### config.mk
export PLATFORM = sky130hd
export DESIGN_NAME = cache_ctrl
export DESIGN_NICKNAME = d
export VERILOG_FILES = /design/src/hdl/cache_pkg.sv /design/src/hdl/mem_pkg.sv /design/src/hdl/cache_ctrl.sv
export SDC_FILE = /design/constraint.sdc
export NUM_CORES = 1
export LEC_CHECK = 0
export BUFFER_PORTS_ARGS = -buffer_cell sky130_fd_sc_hd__buf_2
export CORE_ASPECT_RATIO = 2
export CORE_UTILIZATION = 30
export CTS_CLUSTER_SIZE = 30
export DETAILED_ROUTE_END_ITERATION = 7
export PLACE_DENSITY = 0.66
export SKIP_LAST_GASP = 1
export SLEW_MARGIN = 10
export SYNTH_ARGS = -nofsm -noshare
export SYNTH_HDL_FRONTEND = slang
export SYNTH_SLANG_ARGS = --single-unit
### constraint.sdc
create_clock -name clk -period 7.51 [get_ports clk]
set_input_delay 1.502 -clock clk [delete_from_list [all_inputs] [get_ports clk]]
set_output_delay 1.502 -clock clk [all_outputs]
set_load 0.005 [all_outputs]
### src/hdl/cache_pkg.sv
package cache_pkg;

    // request opcodes, loads first then stores
    typedef enum logic [2:0] {
        op_load_byte,
        op_load_half,
        op_load_word,
        op_store_byte,
        op_store_half,
        op_store_word
    } access_op_e;

    // controller sequencing
    typedef enum logic [1:0] {
        st_idle,
        st_lookup,
        st_refill,
        st_respond
    } cache_state_e;

    typedef logic [31:0] word_t;

    // one bit per byte lane of word_t
    typedef logic [3:0] byte_en_t;

endpackage

### src/hdl/mem_pkg.sv
package mem_pkg;

    // 4 KiB byte address space
    typedef logic [11:0] byte_addr_t;

    // word address into the backing memory
    typedef logic [9:0] mem_addr_t;

    // word position within a cache line
    typedef logic [1:0] beat_t;

endpackage

### src/hdl/cache_ctrl.sv
module cache_ctrl (
    input  logic                  clk,
    input  logic                  rstn,
    input  logic                  not_empty,
    input  cache_pkg::access_op_e head_op,
    input  mem_pkg::byte_addr_t   head_addr,
    input  cache_pkg::word_t      head_wdata,
    output logic                  pop,
    input  logic                  hit,
    input  logic                  refill_done,
    output logic                  refill_start,
    output logic                  lookup_en,
    output cache_pkg::access_op_e cur_op,
    output mem_pkg::byte_addr_t   cur_addr,
    output cache_pkg::word_t      cur_wdata,
    output logic                  mem_we,
    output logic                  resp_valid,
    output logic                  resp_hit,
    input  cache_pkg::word_t      load_data,
    output cache_pkg::word_t      resp_rdata
);
    import cache_pkg::*;

    cache_state_e state;
    cache_state_e state_next;
    logic         is_store;
    logic         missed;
    logic         resp_load;

    assign is_store = cur_op inside {op_store_byte, op_store_half, op_store_word};
    assign pop      = (state == st_idle) && not_empty;

    // store hit merges into the line while the same store writes through
    assign lookup_en    = (state == st_lookup) && hit && is_store;
    assign mem_we       = (state == st_lookup) && is_store;
    assign refill_start = (state == st_lookup) && !hit && !is_store;

    // data store captures the load field on the edge leaving lookup
    assign resp_rdata = resp_load ? load_data : '0;

    always_comb begin
        state_next = state;
        case (state)
            st_idle: begin
                if (pop) begin
                    state_next = st_lookup;
                end
            end
            st_lookup: begin
                state_next = refill_start ? st_refill : st_respond;
            end
            st_refill: begin
                // back to lookup, which now hits the installed line
                if (refill_done) begin
                    state_next = st_lookup;
                end
            end
            default: begin
                state_next = st_idle;
            end
        endcase
    end

    always_ff @(posedge clk) begin
        if (pop) begin
            cur_op    <= head_op;
            cur_addr  <= head_addr;
            cur_wdata <= head_wdata;
        end
    end

    always_ff @(posedge clk or negedge rstn) begin
        if (!rstn) begin
            state      <= st_idle;
            missed     <= 1'b0;
            resp_valid <= 1'b0;
            resp_hit   <= 1'b0;
            resp_load  <= 1'b0;
        end else begin
            state      <= state_next;
            resp_valid <= 1'b0;
            if (pop) begin
                missed <= 1'b0;
            end
            if (refill_start) begin
                missed <= 1'b1;
            end
            if ((state == st_lookup) && !refill_start) begin
                resp_valid <= 1'b1;
                // a refilled load reports its original miss
                resp_hit   <= hit && !missed;
                resp_load  <= !is_store;
            end
        end
    end

endmodule

Yosys cells after proc, flatten, opt, wreduce, memory -nomap -nowiden. Cells that the tools add are included. W data, S select, Z words.

Flip-flop bits (word level): 53. Bits in latches: 0. Memory bits (writable): 0. Memory bits (read-only): 0. Input bits: 84. Memories: 0.

Add/subtract/negate cells: 0. Multiply operators: 0. Div/mod/pow operators: 0. $lt $le $gt $ge: 0. Equality and inequality tests: 7. Shifts and indexed selects: 0. Mux-type cells: 8. Bitwise operators: 0. Reduce and logical (&&, ||, !) cells: 16.

Operator list (number): $mux W32 (1); $logic_and A1 B1 Y1 (8); $eq A3 B3 Y1 const B (2); $pmux W2 S3 (1); $logic_not A1 Y1 (4); $mux W1 (4); $mux W2 (2); $ne A2 B2 Y1 const B (2); $eq A3 B2 Y1 const B (1); $reduce_bool A3 Y1 (1); $eq A2 B1 Y1 const B (1); $eq A2 B2 Y1 const B (1); $logic_not A2 Y1 (1); $reduce_and A2 Y1 (1); $reduce_bool A2 Y1 (1).

Longest topological paths before layout. Gate-level depths: netlist of run 1.

Depth in word-level cells: 7. Depth in mapped cells: 3. Depth with buffers taken out: 3.

Least setup slack after synthesis of run 1. No wires, ideal clock.

Kind: input to output. Start point: in not_empty. End point: out pop. Arrival time: 3.622 ns. Required time: 6.008 ns. Path slack: 2.386 ns. Cell stages on the path: 2. Cell sequence: nand2b_1 nor2_1.

Cells in the longest elaborated chain, start to end: 1.

RTL lines: start, declared (RTL line cache_ctrl.sv:4) `input logic not_empty,`; $logic_and A1 B1 Y1 (RTL line cache_ctrl.sv:31) `assign pop = (state == st_idle) && not_empty;`; end, declared (RTL line cache_ctrl.sv:8) `output logic pop,`.

No other way between the ends.

Final worst setup path of run 1. Same ends and word-level chain as after synthesis.

==> results of run 1 <==
-- Yosys cell counts --
cell type / count / area [um^2]
nand2b_1: 3 / 18.8
inv_1: 3 / 11.3
a31oi_1: 1 / 6.26
dfrtp_1: 6 / 150
nor2_1: 4 / 15.0
nand3_1: 1 / 5.00
nand2b_2: 1 / 8.76
o32ai_1: 1 / 8.76
a21oi_1: 1 / 5.00
or3_1: 1 / 6.26
edfxtp_1: 47 / 1410
o21ai_0: 3 / 15.0
and2_1: 33 / 206
clkbuf_1: 3 / 11.3
nand3b_1: 1 / 7.51
o21ba_2: 1 / 10.0
-- path summary, 6_finish.rpt --
path,startpoint,endpoint,slack [ns],depth (start not counted)
worst min register to register,missed,resp_hit,0.48,1
min in group asynchronous,rstn,resp_hit,1.03,1
worst max-delay path,not_empty,pop,3.48,5
worst max register to register,state[1],cur_wdata[13],5.93,3
worst min-delay path,missed,resp_hit,0.48,1
max in group asynchronous,rstn,resp_load,6.34,1
-- power breakdown --
group / internal, mW / switching, mW / total (mW)
sequential: 0.402 / 0.0360 / 0.438
clock: 0.190 / 0.0945 / 0.285
combinational: 0.122 / 0.117 / 0.239
-- metal layers --
layer	vias up	GRT usage, %	share of wire [%]
li1	731	-	-
met4	0	6.67	1.9
met1	700	10.1	29
met3	6	4.86	8.7
met2	101	29.8	60
met5	-	0	0
-- cell type report --
type                       count  area (um^2)  area share [%]
clock buffer                   5          125            4.12
clock inverter                 3         65.1            2.14
inverter                       3         11.3           0.371
multi-input combinational     51          320            10.5
sequential                    53         1560            51.4
tap                           84          105            3.46
timing repair buffer         169          848            27.9
-- sequential cells by signal, indices dropped and copies added, names as in the netlist --
name and flops:
cur_wdata 32, resp_hit 1, resp_valid 1, cur_op 3, resp_load 1, cur_addr 12
missed 1, state 2
-- through the flow --
| stage | cell area (um^2) | hold slack (ns) | utilization (%) | setup WS, ns |
|---|---|---|---|---|
| 4_1_cts | 3040 | 0.488 | 50.1 | 3.47 |
| 5_1_grt | 3040 | 0.498 | 50.1 | 3.39 |
| 6_report | 3040 | 0.484 | 50.1 | 3.48 |
| 2_1_floorplan | 1900 | 0.439 | - | 2.39 |
| 3_5_place_dp | 2850 | 0.482 | 47.0 | 3.47 |
| 3_3_place_gp | 2850 | 0.479 | 47.0 | 3.52 |
-- cell usage in the layout, fill, tap and decap left out --
cell / count
and2_1: 33
nand3b_1: 1
a21oi_1: 1
or3_1: 1
a31oi_1: 1
nand2b_1: 3
buf_2: 168
nand3_1: 1
bufinv_16: 2
o32ai_1: 1
dfrtp_1: 6
nor2_1: 3
o21ai_0: 3
inv_1: 3
edfxtp_1: 47
o21ba_2: 1
clkbuf_16: 5
nand2b_2: 1
nor2_4: 1
buf_4: 1
clkinv_2: 1
-- kinds of logic after synthesis --
family,after synthesis,share of synthesized area (%)
buffers and inverters,6,1.19
and+or+nand+nor,44,14.1
DFF,53,82.3
AOI/OAI and AO/OA,7,2.37
==> out/results.txt, run 1 <==
At the worst endpoint, the required time is 6.01 ns. Number of instances in the placed design: 360. The total count of hold-check failures in the final report was 0; the via count was 1538. The run gives 2 as the maximum buffer depth of the clock tree.

The signal on the critical path passes through buf_2 > nand2b_1 > nor2_4 > buf_4 > buf_2. Headroom to the max-slew limit came out at 58.7%. TritonCTS built the clock tree.

The I/O pin count is 169, and the setup TNS after final layout is 0 ns. The reported leakage power is 1.44 nW, and the antenna diode count is 0. Setup repair after global routing left no endpoint under its margin. The completed layout was analyzed and its total power is 961 uW. From bottom edge to top edge, the die measures 114 um. For this run the aggregate overflow at the end of global routing stands at 0. The area of the placeable core is 6060 um^2. The run gives 40 as the number of rows created at floorplan. The run finished with clean final reports. For the number of nets in the synthesized netlist, the log shows 194. The logs give 110 for the number of instances in the synthesized netlist and 0.29 ns for the clock latency at the later pin of the worst-skew pair. The detail route stage leaves a number of antenna-violating nets equal to 0. The final layout contains routed wiring with a total length of 4750 um. Entering global routing, the biggest net connects 50 pins. Number of buffers inserted by port buffering: 168.

Dividing the detail-routed via count by the number of cells gives 4.18. The smallest clock period supported by the final layout is computed as 4.03 ns. The clock input transition at the sequential cells of the worst setup and hold paths was 0.06 ns. Sequential elements use 82.3% of the synthesized area.

At the pin with the least slew margin, the transition time is 0.619 ns. From synthesis to final layout, the design area changed by 60.1%. The cell at the slowest stage of the critical path was buf_4. In this design, the stage delay of the slowest critical-path cell is 0.48 ns. Measured along the x axis, the die boundary spans 58.2 um.

The first-pass GRT wire length is 6670 um. Across every metal layer, demand over resource in global routing totals 14.2%. The clock arrives with 0.00255 ns of skew.

Along the worst path, the maximum fanout reaches 49. The run gives 3840 um as the HPWL reported at the end of detailed placement. The number of gates resized after cts is 0, and the global placement routability congestion is 0.686.

Most prevalent standard cell on the critical path: buf_2. The logs give 0 for the number of buffers inserted for hold repair after clock tree synthesis and 0 for the number of antenna violations at the first check in global routing. The logs give 5 for the number of buffers created by CTS and 6660 um^2 for the area enclosed by the die boundary. Counting flops and latches in the post-synthesis netlist gives 53.

Max-cap violations in this run came to 0. Synthesis warning total: 0. For this block, the initial DRC count from the detailed router was 31. The worst setup path is captured at an output port. Of the cells placed in the final design, the portion with a size suffix greater than 1 is 63.4%. The root buffer cell is clkbuf_16. Number of H-tree levels: 2. Setup violations remaining at the end of the flow were counted as 0. For this design, the sink count on the clock tree is 53. For the count of cell types in the netlist, the log shows 16.

The total power divided by cell area is 317 nW/um^2. The run gives 0 as the post-CTS setup-driven buffer insertion count. Dividing the synthesized area by the synthesized cell count gives 17.2 um^2. For this run, design rule violations remaining after detail routing come to 0. The arrival time at the worst endpoint came out at 2.52 ns. The min-delay analysis places its worst path in the category flop to flop. Leaving out filler cells and counting taps, the final layout contains 368. The nature of the critical path startpoint is a primary input.

The via count of the first global-routing pass was 1425. The starting utilization of the core area was 31.3%. The worst path uses 53.6% of the clock period.

Average wire length per cell after detail routing: 12.9 um. The first TritonRoute pass finished after 4 iterations. The class of the most critical setup path was primary input to output port.

The family of cells with the greatest summed delay on the critical path was buffers and inverters. The final max-slew violation count was 0; the total standard cell area after synthesis was 1900 um^2. For this run, the top clock speed supported by timing is 0.248 GHz.

The filler cells instantiated in the layout total 562. At the end of the flow, the number of nets in the layout was 367. Across the VDD grid, the largest voltage drop is 0.205 mV.

The buffer and inverter count on the worst path came out at 3.
Power figures use the tool's default switching activity.
==> run 2: changes to the inputs <==
Settings changed: ABC_AREA set to 1, PLACE_DENSITY 0.66 to 0.68.
Clock period 7.51 ns to 3.3 ns, I/O delays scaled along.
==> out/results.txt, run 2 <==
The flow ran to the end, and the final reports show no timing, DRC or antenna violations. For the starting utilization of the core area, the log shows 31.1% (-0.21 points). The final core utilization is 48.2% (-2.0 points). The tools report the launch point of the worst reg-to-reg path as state[1]. The total standard cell area after synthesis is 1980 um^2 (+4.4%).

The antenna diode count came out at 0 (unchanged). The setup TNS after final layout was 0 ns (unchanged). The HPWL reported at the end of detailed placement came out at 3940 um (+2.5%). The total power divided by cell area is 682 nW/um^2 (+120%). The maximum buffer depth of the clock tree was 2 (unchanged); the number of buffers inserted by port buffering was 168 (unchanged). In the synthesized netlist the dominant register cell turns out to be edfxtp_1. The tools report the number of remaining DRC errors as 0 (unchanged). The number of rows created at floorplan is 41 (+2.5%).

For the area enclosed by the die boundary, the log shows 6950 um^2 (+4.2%). Number of maximum-capacitance violations: 0 (unchanged). Leaving out fill and tap cells, the most frequent cell in the layout is buf_2.

Dominant cell type by area after synthesis: edfxtp_1. The residual antenna-violating net count after detailed routing is 0 (unchanged), and the area of the placeable core is 6360 um^2 (+5.0%). The via count came out at 1703 (+11%). The global placement routability congestion is 0.738 (+7.7%). The synthesis warning total came out at 0 (unchanged). For the number of buffers created by CTS, the log shows 5 (unchanged). The tools report the total global routing track utilization as 13.7% (-0.55 points).

The number of enable-type register cells in the synthesized netlist works out to 47 (unchanged). The height of the chip was 117 um (+2.1%). Clock input transition at the sequential cells of the worst setup and hold paths: 0.06 ns (about the same). The largest fanout on the critical path was 33 (-33%).

The final worst-path cycle share came out at 66.3%. The tools report the nature of the critical path startpoint as a flop. Share of layout cells above drive strength 1: 56.4% (-7.0 points). The largest registers in the layout are cur_wdata (32), cur_addr (12), cur_op (3).

The sequential cell area fraction in the yosys report is 78.9% (-3.4 points), and the average wire length per cell after detail routing is 11.8 um (-8.3%). The run gives 0 (unchanged) as the remaining global-route overflow. The worst hold-check path type was primary input to async pin. The tools report the number of nets in the synthesized netlist as 239 (+23%). The count of cell types in the netlist came out at 15 (-1). The violation count after the first detailed-route iteration is 34 (+9.7%), and the maximum clock frequency is 0.457 GHz. The tools report the arrival time at the worst endpoint as 1.53 ns (-0.99 ns). In this run the clock root is driven by a clkbuf_16.

The final worst clock skew is 0.00298 ns (+0.000433 ns), and the proportion of netlist area held by the largest area contributor is 71.3% (-3.1 points). The largest vdd supply drop was 0.554 mV (+170%). The count of state elements after synthesis is 53 (unchanged), and the total count of hold-check failures in the final report is 0 (unchanged). Final max-slew violation count: 0 (unchanged). Setup repair after global routing left no endpoint under its margin.

The pin count of the biggest net entering global routing came out at 34 (-32%). On the critical path, the stage with the largest delay is an instance of dfrtp_1. The pin slew with the least headroom to its limit was 0.883 ns (+0.263 ns).

The number of cells on the worst reg-to-reg path works out to 4 (+1). Worst endpoint required time: 2.64 ns (-3.37 ns). The run gives 411 (+12%) as the number of nets in the final layout. The number of instances in the synthesized netlist came out at 155 (+41%). TritonCTS built the clock tree. The routed design could run at a clock period as short as 2.19 ns. The first-pass detailed-route iteration total came out at 4 (unchanged). The via count normalized by instance count was 4.11 (-1.6%); the I/O pin count was 169 (unchanged). The count of fill cells added during filler insertion is 616 (+9.6%). The clock latency at the later pin of the worst-skew pair is 0.28 ns (about the same). The number of sinks on the clock net is 53 (unchanged), and the number of H-tree levels is 2 (unchanged).

Traced cell by cell, the critical path runs through nand2_1 > inv_1 > buf_2. The reported leakage power came out at 1.72 nW (+19%). The flip-flop count of the largest register after layout is 32 (unchanged), and the via count of the first global-routing pass is 1503 (+5.5%). The chip width works out to 59.4 um (+2.1%). The number of buffers inserted for hold repair after clock tree synthesis was 0 (unchanged); the async set or reset register ratio after synthesis was 11.3% (unchanged). The sort of element at the end of the critical path is an output port. Mean area per synthesized cell: 12.8 um^2 (-26%). The post-CTS setup-driven buffer insertion count came out at 0 (unchanged). The tools report the first-pass GRT wire length as 6590 um (-1.1%). Yosys instantiated no cell more often than edfxtp_1. Wire length after detailed routing: 4900 um (+3.2%). Ranked by instance count, the synthesized netlist is headed by 47 x edfxtp_1, 40 x inv_1, 40 x nand2_1, 6 x dfrtp_1, 4 x nand3_1. Ranked by flip-flop count, first place goes to cur_wdata. The number of antenna violations at the first check in global routing is 0 (unchanged). The worst slew margin relative to its limit is 41.1% (-18 points), and the number of gates resized after cts is 0 (unchanged).

The minimum setup slack among reg-to-reg paths was 1.54 ns (-4.39 ns); the critical path's largest stage delay was 0.92 ns (+0.44 ns). The setup violation total in the final timing report was 0 (unchanged). Worst reg2reg path endpoint: cur_wdata[23].

Ranked by total cell area, the synthesized netlist is headed by edfxtp_1 71%, dfrtp_1 7.6%, inv_1 7.6%, nand2_1 7.6%, nand3_1 1.0%. The critical path in this run is classified as flop to output port. The library cells used most frequently in the layout, excluding fill and tap cells, are 168 x buf_2, 47 x edfxtp_1, 40 x nand2_1, 39 x inv_1, 6 x dfrtp_1.

The layout-stage area growth over the synthesis result is 54.7%.
## run 2: how the worst max path moves through the flow
stage	to	from	cells after the start
3_3_place_gp	pop	not_empty	4
2_1_floorplan	pop	not_empty	2
4_1_cts	pop	state[1]	4
6_report	resp_rdata[0]	resp_load	3
3_5_place_dp	pop	not_empty	4
5_1_grt	resp_rdata[18]	resp_load	3
## run 2: logic make-up (layout without fill, tap and decap cells)
kind of cell,Yosys count,after routing,share of synthesized area [%]
buffers and inverters,47,220,9.16
and+or+nand+nor,50,50,10.5
AOI/OAI and AO/OA,5,5,1.45
DFF,53,53,78.9
## run 2: layout make-up
cell class	count	area, um^2	area share, %
inverters	43	161	5.27
repair buffers	169	848	27.7
multi-input cells	55	236	7.72
clock buffers	6	139	4.53
well taps	86	108	3.51
flip-flops and latches	53	1560	51.0
clock inverters	2	8.76	0.286
## run 2: metal layers
metal / up-vias / global-route usage (%) / part of all wire (%) / routed length [um]
li1: 820 / - / - / -
met1: 759 / 10.5 / 30 / 1480
met2: 115 / 27.3 / 57 / 2810
met3: 9 / 3.74 / 9.0 / 439
met4: 0 / 8.89 / 3.3 / 161
met5: - / 0 / 0 / 0
## run 2: per-stage QoR
stage          setup slack (ns)  std cells  power (mW)  hold WS (ns)  cell area [um^2]
3_5_place_dp               1.12        406        1.60         0.462              2920
2_1_floorplan             0.934        155        1.29         0.364              1980
3_3_place_gp               1.15        406        1.58         0.464              2920
5_1_grt                   0.941        414        2.23         0.194              3060
4_1_cts                    1.08        414        2.12         0.186              3060
6_report                   1.11        414        2.09         0.190              3060
## run 2: critical path, delay by kind of cell (launching register included)
kind / cells / cell delay, ns
and+or+nand+nor: 1 / 0.14
DFF: 1 / 0.92
buffers and inverters: 2 / 0.19
## run 2: power breakdown
| part | switching (mW) | internal, mW |
|---|---|---|
| Clock | 0.215 | 0.298 |
| Combinational | 0.311 | 0.263 |
| Sequential | 0.0961 | 0.906 |
==> run 3: changes to the inputs <==
Settings changed: PLACE_DENSITY 0.68 to 0.66.
Clock period 3.3 ns to 2.15 ns, I/O delays scaled along.
==> out/results.txt, run 3 (same netlist as run 2, synthesis figures left out) <==
The maximum buffer depth of the clock tree is 2 (unchanged), and the flip-flop count of the largest register after layout is 32 (unchanged). The highest layer touched by signal routing is met4. The number of standard cells in the layout, taps in and fillers out came out at 417 (+0.72%).

The largest registers in the layout are cur_wdata (32), cur_addr (12), cur_op (3). The amount of wire on met2 after detailed routing was 2890 um (+2.8%); the number of H-tree levels was 2 (unchanged). The run gives 0 (unchanged) as the number of gates resized after cts.

The logs give 0 (unchanged) for the number of maximum-capacitance violations and 31.1% (unchanged) for the starting utilization of the core area. Chip width: 59.4 um (unchanged). The I/O pin count is 169 (unchanged), and the wire length after detailed routing is 4900 um (about the same). The buffer and inverter count on the worst path came out at 2 (unchanged). The height of the chip was 117 um (unchanged). Detailed route wirelength on metal3: 431 um (-1.8%). The run finished with clean final reports. The first-pass detailed-route iteration total is 4 (unchanged). The via count normalized by instance count is 4.07 (-1.1%). Cell area reported after detailed placement: 2930 um^2 (+0.51%). The logs give 0 (unchanged) for the residual antenna-violating net count after detailed routing and 236 um^2 (unchanged) for the combined area of the multi-input logic cells.

The tools report the area enclosed by the die boundary as 6950 um^2 (unchanged). The HPWL reported at the end of detailed placement was 3950 um (+0.36%). The reported leakage power was 1.72 nW (+0.26%); the count of fill cells added during filler insertion was 605 (-1.8%).

Pin slew with the least headroom to its limit: 0.336 ns (-0.547 ns). The via count of the first global-routing pass is 1524 (+1.4%), and the violation count after the first detailed-route iteration is 27 (-21%). Worst hold-check path type: primary input to flop. The number of antenna violations at the first check in global routing was 0 (unchanged).

TritonCTS built the clock tree. The share of layout cells above drive strength 1 is 56.2% (-0.21 points). The clock input transition at the sequential cells of the worst setup and hold paths was 0.06 ns (about the same).

The total global routing track utilization came out at 13.6% (-0.12 points). The worst path needs 1.67 ns of the cycle, external delays included. The final core utilization is 48.4% (+0.28 points). Grouping stages by cell kind, the critical path spends the most delay in flip-flops. The footprint of the flip-flops and latches is 1560 um^2 (unchanged).

Setup repair after global routing left no endpoint under its margin. The pin count of the biggest net entering global routing is 33 (-2.9%). The largest vdd supply drop came out at 0.701 mV (+27%). For this run, the top clock speed supported by timing is 0.599 GHz. The tools report the length of routed wiring on met1 as 1420 um (-4.1%).

The tools report the global placement routability congestion as 0.778 (+5.4%). The worst slew margin relative to its limit came out at 77.6% (+36 points). The total power divided by cell area came out at 1040 nW/um^2 (+53%).

The run gives 0.480 ns (-0.631 ns) as the setup slack after layout. The nature of the critical path startpoint was a flop. For the setup violation total in the final timing report, the log shows 0 (unchanged).

The class of the most critical setup path was flop to output port. The sort of element at the end of the critical path is an output port. The library cell used most frequently in the layout, excluding fill and tap cells, is buf_2. On the critical path, the stage with the largest delay is an instance of edfxtp_1.

The critical path's largest stage delay was 0.40 ns (-0.52 ns); the average wire length per cell after detail routing was 11.8 um (-0.66%). The tools report the total count of hold-check failures in the final report as 0 (unchanged). Antenna diode count: 0 (unchanged).

The clock latency at the later pin of the worst-skew pair is 0.29 ns (about the same), and the final max-slew violation count is 0 (unchanged). The tools report the area of the placeable core as 6360 um^2 (unchanged). The top cell types in the final layout, fill and taps aside, are 168 x buf_2, 47 x edfxtp_1, 40 x nand2_1, 39 x inv_1, 6 x dfrtp_1.

The logs give 6600 um (+0.11%) for the first-pass GRT wire length and 1.24 ns (-0.29 ns) for the arrival time at the worst endpoint. The tools report the number of remaining DRC errors as 0 (unchanged). The area growth from synthesis to layout is 55.6%. The tools report the sum of internal, switching and leakage power as 3.21 mW (+54%).

Via count: 1696 (-0.41%). In the finished design, the share of the clock period the worst path needs comes to 77.7%. The number of buffers created by CTS is 5 (unchanged). For the number of nets in the final layout, the log shows 414 (+0.73%). The final worst clock skew came out at 0.00459 ns (+0.00160 ns).

The run gives 0.312 ns (+0.122 ns) as the post-route worst hold slack. The largest fanout on the critical path was 6 (-82%); the number of instances in the placed design was 408 (+0.49%). The setup TNS after final layout is 0 ns (unchanged).

The tree is rooted in a clkbuf_16. The post-CTS setup-driven buffer insertion count was 0 (unchanged). Number of sinks on the clock net: 53 (unchanged).

The signal on the critical path passes through inv_1 > nand3_1 > nand2_1 > nand2_2 > nor2_1 > buf_2. The remaining global-route overflow came out at 0 (unchanged). The worst endpoint required time is 1.72 ns (-0.92 ns). The number of buffers inserted by port buffering came out at 168 (unchanged). The number of rows created at floorplan was 41 (unchanged). The run gives 1 (+1) as the number of buffers inserted for hold repair after clock tree synthesis.

The run gives 0.723 ns (-0.399 ns) as the minimum setup slack after placement. The most flop-heavy register was cur_wdata. The run gives 3080 um^2 (+0.57%) as the final cell area excluding filler cells.
==> run 3: cell types whose count changed in the layout (fill, tap and decap cells not counted) <==
cell | previous run | this run
clkbuf_8 | 1 | 0
clkinvlp_4 | 0 | 1
clkbuf_1 | 0 | 1
clkinv_2 | 1 | 0
buf_4 | 1 | 3
dlygate4sd3_1 | 0 | 1
==> run 3: cell type report <==
type	instances	share of cell area [%]
clock inverters	2	0.366
well taps	86	3.49
clock buffers	6	4.18
inverters	43	5.24
multi-input cells	55	7.68
flip-flops and latches	53	50.7
repair buffers	172	28.4
==> run 3: per-layer routing <==
layer | track usage (%) | vias up
li1 | - | 826
met2 | 28.6 | 115
met5 | 0 | -
met1 | 9.44 | 744
met4 | 9.21 | 0
met3 | 2.64 | 11
==> run 3: worst register-to-register path: cells and delay by family, from the launching register on <==
kind / cells / cell delay (ns)
buffers and inverters: 3 / 0.52
DFF: 1 / 0.39
and+or+nand+nor: 1 / 0.14
==> run 3: worst paths after layout <==
kind	start	to	slack, ns	cells after the start
min	head_addr[9]	cur_addr[9]	0.31	1
max reg2reg	state[0]	cur_wdata[9]	0.76	4
max in group asynchronous	rstn	resp_hit	1.50	2
min reg2reg	missed	resp_hit	0.46	1
min in group asynchronous	rstn	missed	0.50	2
max	cur_op[2]	lookup_en	0.48	6
==> run 3: where the power goes <==
group / internal (mW) / switching, mW / total (mW)
clock: 0.428 / 0.333 / 0.761
combinational: 0.419 / 0.560 / 0.979
sequential: 1.39 / 0.0751 / 1.47
